## config.mk

```make
export PLATFORM = sky130hd
export DESIGN_NAME = controlUnit
export DESIGN_NICKNAME = d
export VERILOG_FILES = /design/src/logic/cpuPkg.sv /design/src/logic/controlUnit.sv
export SDC_FILE = /design/constraint.sdc
export NUM_CORES = 1
export LEC_CHECK = 0
export ABC_AREA = 1
export ABC_CLOCK_PERIOD_IN_PS = 2000
export BUFFER_PORTS_ARGS = -buffer_cell sky130_fd_sc_hd__buf_2
export CAP_MARGIN = 20
export CORE_MARGIN = 5
export CORE_UTILIZATION = 38
export DETAILED_ROUTE_END_ITERATION = 6
export PLACE_DENSITY = 0.9
export SYNTH_ARGS = -nofsm -noshare
export SYNTH_HDL_FRONTEND = slang
export SYNTH_SLANG_ARGS = --single-unit
```

## constraint.sdc

```tcl
create_clock -name vclk -period 2
set_input_delay 0.4 -clock vclk [all_inputs]
set_output_delay 0.4 -clock vclk [all_outputs]
set_load 0.1 [all_outputs]
```

## src/logic/cpuPkg.sv

```systemverilog
`default_nettype none

package cpuPkg;

   // Register and ALU width
   localparam int dataWidth = 64;
   // Register number width
   localparam int regAddrWidth = 5;
   // X31 reads zero and drops writes
   localparam logic [regAddrWidth-1:0] zeroReg = 5'd31;

   // ALU operation codes
   localparam logic [2:0] aluPassB = 3'b000;
   localparam logic [2:0] aluAdd   = 3'b010;
   localparam logic [2:0] aluSub   = 3'b011;
   localparam logic [2:0] aluAnd   = 3'b100;
   localparam logic [2:0] aluOrr   = 3'b101;
   localparam logic [2:0] aluEor   = 3'b110;

   // R format opcode in instr[31:21]
   localparam logic [10:0] opAdd  = 11'b10001011000;
   localparam logic [10:0] opAdds = 11'b10101011000;
   localparam logic [10:0] opSub  = 11'b11001011000;
   localparam logic [10:0] opSubs = 11'b11101011000;
   localparam logic [10:0] opAnd  = 11'b10001010000;
   localparam logic [10:0] opAnds = 11'b11101010000;
   localparam logic [10:0] opOrr  = 11'b10101010000;
   localparam logic [10:0] opEor  = 11'b11001010000;

   // I format opcode in instr[31:22]
   localparam logic [9:0] opAddi = 10'b1001000100;
   localparam logic [9:0] opSubi = 10'b1101000100;

   // D format opcode in instr[31:21]
   localparam logic [10:0] opLdur  = 11'b11111000010;
   localparam logic [10:0] opStur  = 11'b11111000000;
   localparam logic [10:0] opLdurb = 11'b00111000010;
   localparam logic [10:0] opSturb = 11'b00111000000;

endpackage

`default_nettype wire

```

## src/logic/controlUnit.sv

```systemverilog
`timescale 1ns/1ns
`default_nettype none

module controlUnit (
   input  logic [31:0]                     instr,
   output logic [cpuPkg::regAddrWidth-1:0] Rd,
   output logic [cpuPkg::regAddrWidth-1:0] Rm,
   output logic [cpuPkg::regAddrWidth-1:0] Rn,
   output logic [8:0]                      Daddr9,
   output logic [11:0]                     Imm12,
   output logic                            Reg2Loc,
   output logic                            ALUSrc,
   output logic                            ChooseImm,
   output logic                            MemToReg,
   output logic                            RegWrite,
   output logic                            MemWrite,
   output logic                            MemRead,
   output logic                            xferByte,
   output logic [2:0]                      ALUOp,
   output logic                            setFlags
);

   // Fixed field positions across R, I and D formats
   assign Rd     = instr[4:0];
   assign Rn     = instr[9:5];
   assign Rm     = instr[20:16];
   assign Daddr9 = instr[20:12];
   assign Imm12  = instr[21:10];

   always_comb begin
      // Safe defaults write nothing
      Reg2Loc   = 1'b1;
      ALUSrc    = 1'b0;
      ChooseImm = 1'b0;
      MemToReg  = 1'b0;
      RegWrite  = 1'b0;
      MemWrite  = 1'b0;
      MemRead   = 1'b0;
      xferByte  = 1'b0;
      ALUOp     = cpuPkg::aluPassB;
      setFlags  = 1'b0;

      case (instr[31:21])
         // Register to register
         cpuPkg::opAdd: begin
            RegWrite = 1'b1;
            ALUOp    = cpuPkg::aluAdd;
         end
         cpuPkg::opSub: begin
            RegWrite = 1'b1;
            ALUOp    = cpuPkg::aluSub;
         end
         cpuPkg::opAnd: begin
            RegWrite = 1'b1;
            ALUOp    = cpuPkg::aluAnd;
         end
         cpuPkg::opOrr: begin
            RegWrite = 1'b1;
            ALUOp    = cpuPkg::aluOrr;
         end
         cpuPkg::opEor: begin
            RegWrite = 1'b1;
            ALUOp    = cpuPkg::aluEor;
         end
         // Flag setting forms
         cpuPkg::opAdds: begin
            RegWrite = 1'b1;
            ALUOp    = cpuPkg::aluAdd;
            setFlags = 1'b1;
         end
         cpuPkg::opSubs: begin
            RegWrite = 1'b1;
            ALUOp    = cpuPkg::aluSub;
            setFlags = 1'b1;
         end
         cpuPkg::opAnds: begin
            RegWrite = 1'b1;
            ALUOp    = cpuPkg::aluAnd;
            setFlags = 1'b1;
         end
         // Loads address Rn plus sign extended Daddr9
         cpuPkg::opLdur, cpuPkg::opLdurb: begin
            ALUSrc   = 1'b1;
            MemToReg = 1'b1;
            RegWrite = 1'b1;
            MemRead  = 1'b1;
            xferByte = (instr[31:21] == cpuPkg::opLdurb);
            ALUOp    = cpuPkg::aluAdd;
         end
         // Stores read the Rd field as data
         cpuPkg::opStur, cpuPkg::opSturb: begin
            Reg2Loc  = 1'b0;
            ALUSrc   = 1'b1;
            MemWrite = 1'b1;
            xferByte = (instr[31:21] == cpuPkg::opSturb);
            ALUOp    = cpuPkg::aluAdd;
         end
         default: begin
            // I format has a 10 bit opcode
            if (instr[31:22] == cpuPkg::opAddi || instr[31:22] == cpuPkg::opSubi) begin
               ChooseImm = 1'b1;
               RegWrite  = 1'b1;
               ALUOp     = (instr[31:22] == cpuPkg::opSubi) ? cpuPkg::aluSub : cpuPkg::aluAdd;
            end
         end
      endcase
   end

endmodule

`default_nettype wire

```

==> flow_summary.ini <==
[yosys]
synth_area_um2 = 679.4
syn_area_per_cell_um2 = 5.807
yosysUniqueCellTypes = 19
netlist_instances = 117
synth_fp_nets = 149
seq_area_frac_synth_pct = 0
yosysWarningCount = 0

[route]
drt-total-wl_um = 1974
drt_iter0_drc = 15
via_per_inst = 4.850
ant_nets = 0
vias = 645
post-route-drc-count = 0
dr.pass1.iters = 4
wl_per_cell_um = 14.84

[pwr]
power_density_nw_per_um2 = 113.3
pwr-share-seq_pct = 0
swShare_pct = 65.95
combPwrFrac_pct = 100.0
p_int_uw = 37.21
ir_drop_v = 0.00007975
total_power_uw = 109.3
clkPwrFrac_pct = 0
leakage_uw = 0.0004383
switching_power_uw = 72.07

[cells_and_area]
diodes = 0
nNetsFinal = 142
layout_common_cells = nand2_2, buf_12, buf_4, inv_2
drive_gt1_share_pct = 72.22
synthToLayoutAreaGrowth_pct = 41.99
seqCellArea_um2 = 0
final_core_util_pct = 56.48
seq_cells = 0
fin_cells = 133
nClkBuffers = 0

[global_routing]
grt_max_degree = 7
overflow = 0
grt.total_usage_pct = 12.95
grt_pass1_vias = 640
grt_pass1_wl_um = 2829
antenna_found_initial = 0

[floorplanning]
die_w_um = 52.29
core_area_um2 = 1708
io_pins = 80
die_y_um = 52.29
start_util_pct = 39.78
num_rows = 15
design.die.area_um2 = 2734

[worst_setup_path]
slowest_delay_ps = 190
critPathRequiredTime_ps = 1600
end_kind = primary output
path_class = in -> out
path_max_fanout = 4
start_kind = input port
critical-path-slowest-cell = nor2_4
critPathArrivalTime_ps = 1580
crit_chain = buf_4, nor2_2, nand2_2, nor2_4, nand2_8, nand2_8, nor2_4, nand2_1, nand2_1, nand2_2, clkinvlp_4, buf_12

[sta]
tns_ps = 0
fin_crit_ps = 1983
fin_crit_sh_pct = 99.14
hold_viol_final = 0
setup_viol = 0
drv_slew = 0
max_freq_ghz = 0.5043
worstMarginPinSlew_ps = 483.9
slew_headroom_pct = 67.96
rsz0062_at_grt = true

[clocking]
cts_hold_buf = 0

[place]
post-dp-hpwl_um = 1515
gp_congestion = 0.9262
io_buffer_count = 24
dp_cells = 131

[hold_path]
worst_hold_path_type = in -> out
hold_path_depth = 0

[flow_run]
maxCapViolations = 0

[status]
status = complete, no violations
==> metrics by stage <==
step	worst slack [ps]	hold slack [ps]	cell area [um2]
after floorplan	-326.9	1012	809.5
after global placement	15.25	800.7	853.3
after detailed placement	-70.92	800.7	853.3
after CTS	0.9982	800.7	868.3
after global routing	-50.38	800.2	964.7
final	17.24	800.0	964.7
==> layer usage <==
layer	up-vias	routed length, um	GRT usage, %
li1	301	-	-
met1	294	614	13.13
met2	34	1067	22.73
met3	16	205	4.274
met4	0	87	7.660
met5	-	0	0
==> kinds of logic (layout without fill, tap and decap cells) <==
kind of cell	Yosys count	after routing	share of synthesized area, %
compound gates	4	4	3.500
buf+inv	59	50	54.51
simple gates	54	54	41.99
==> final cells by class <==
type | instances | area, um2
tap | 25 | 31.28
inverter | 21 | 93.84
multi-input combinational | 58 | 470.5
fill | 146 | 743.2
timing repair buffer | 29 | 369.1
==> critical path, delay by kind of cell <==
kind,cells,cell delay [ps]
buf+inv,3,390
simple gates,9,780
==> power by group through the flow <==
stage	Combinational (uW)	Clock, uW	Sequential, uW
floorplan	387	0	0
global placement	80.9	0	0
detailed placement	85.1	0	0
CTS	87.8	0	0
global route	116	0	0
finish	109	0	0
==> worst paths after layout <==
check / from / end / slack [ps]
worst max-delay path: instr[26] / ALUOp[0] / 20
worst min-delay path: instr[10] / Imm12[0] / 800
==> what timing repair did <==
action                     4_1_cts  5_1_grt
resized for setup                5       34
setup endpoints to repair        1        2
pin swaps                        0       17
buffers inserted                 0        2
==> synthesized netlist by cell type (2+ instances only) <==
cell / number / share of area [%]
buf_4: 37 / 41
inv_2: 4 / 2.2
inv_1: 16 / 8.8
nand3_1: 6 / 4.4
nand2_2: 5 / 4.6
nor2_4: 2 / 3.3
o21ai_0: 2 / 1.5
nand3_2: 4 / 5.9
nand2_1: 18 / 9.9
nor2_2: 3 / 2.8
nor2_1: 11 / 6.1
nor3_1: 2 / 1.5
Note: power is estimated with default switching activity, not from simulation.
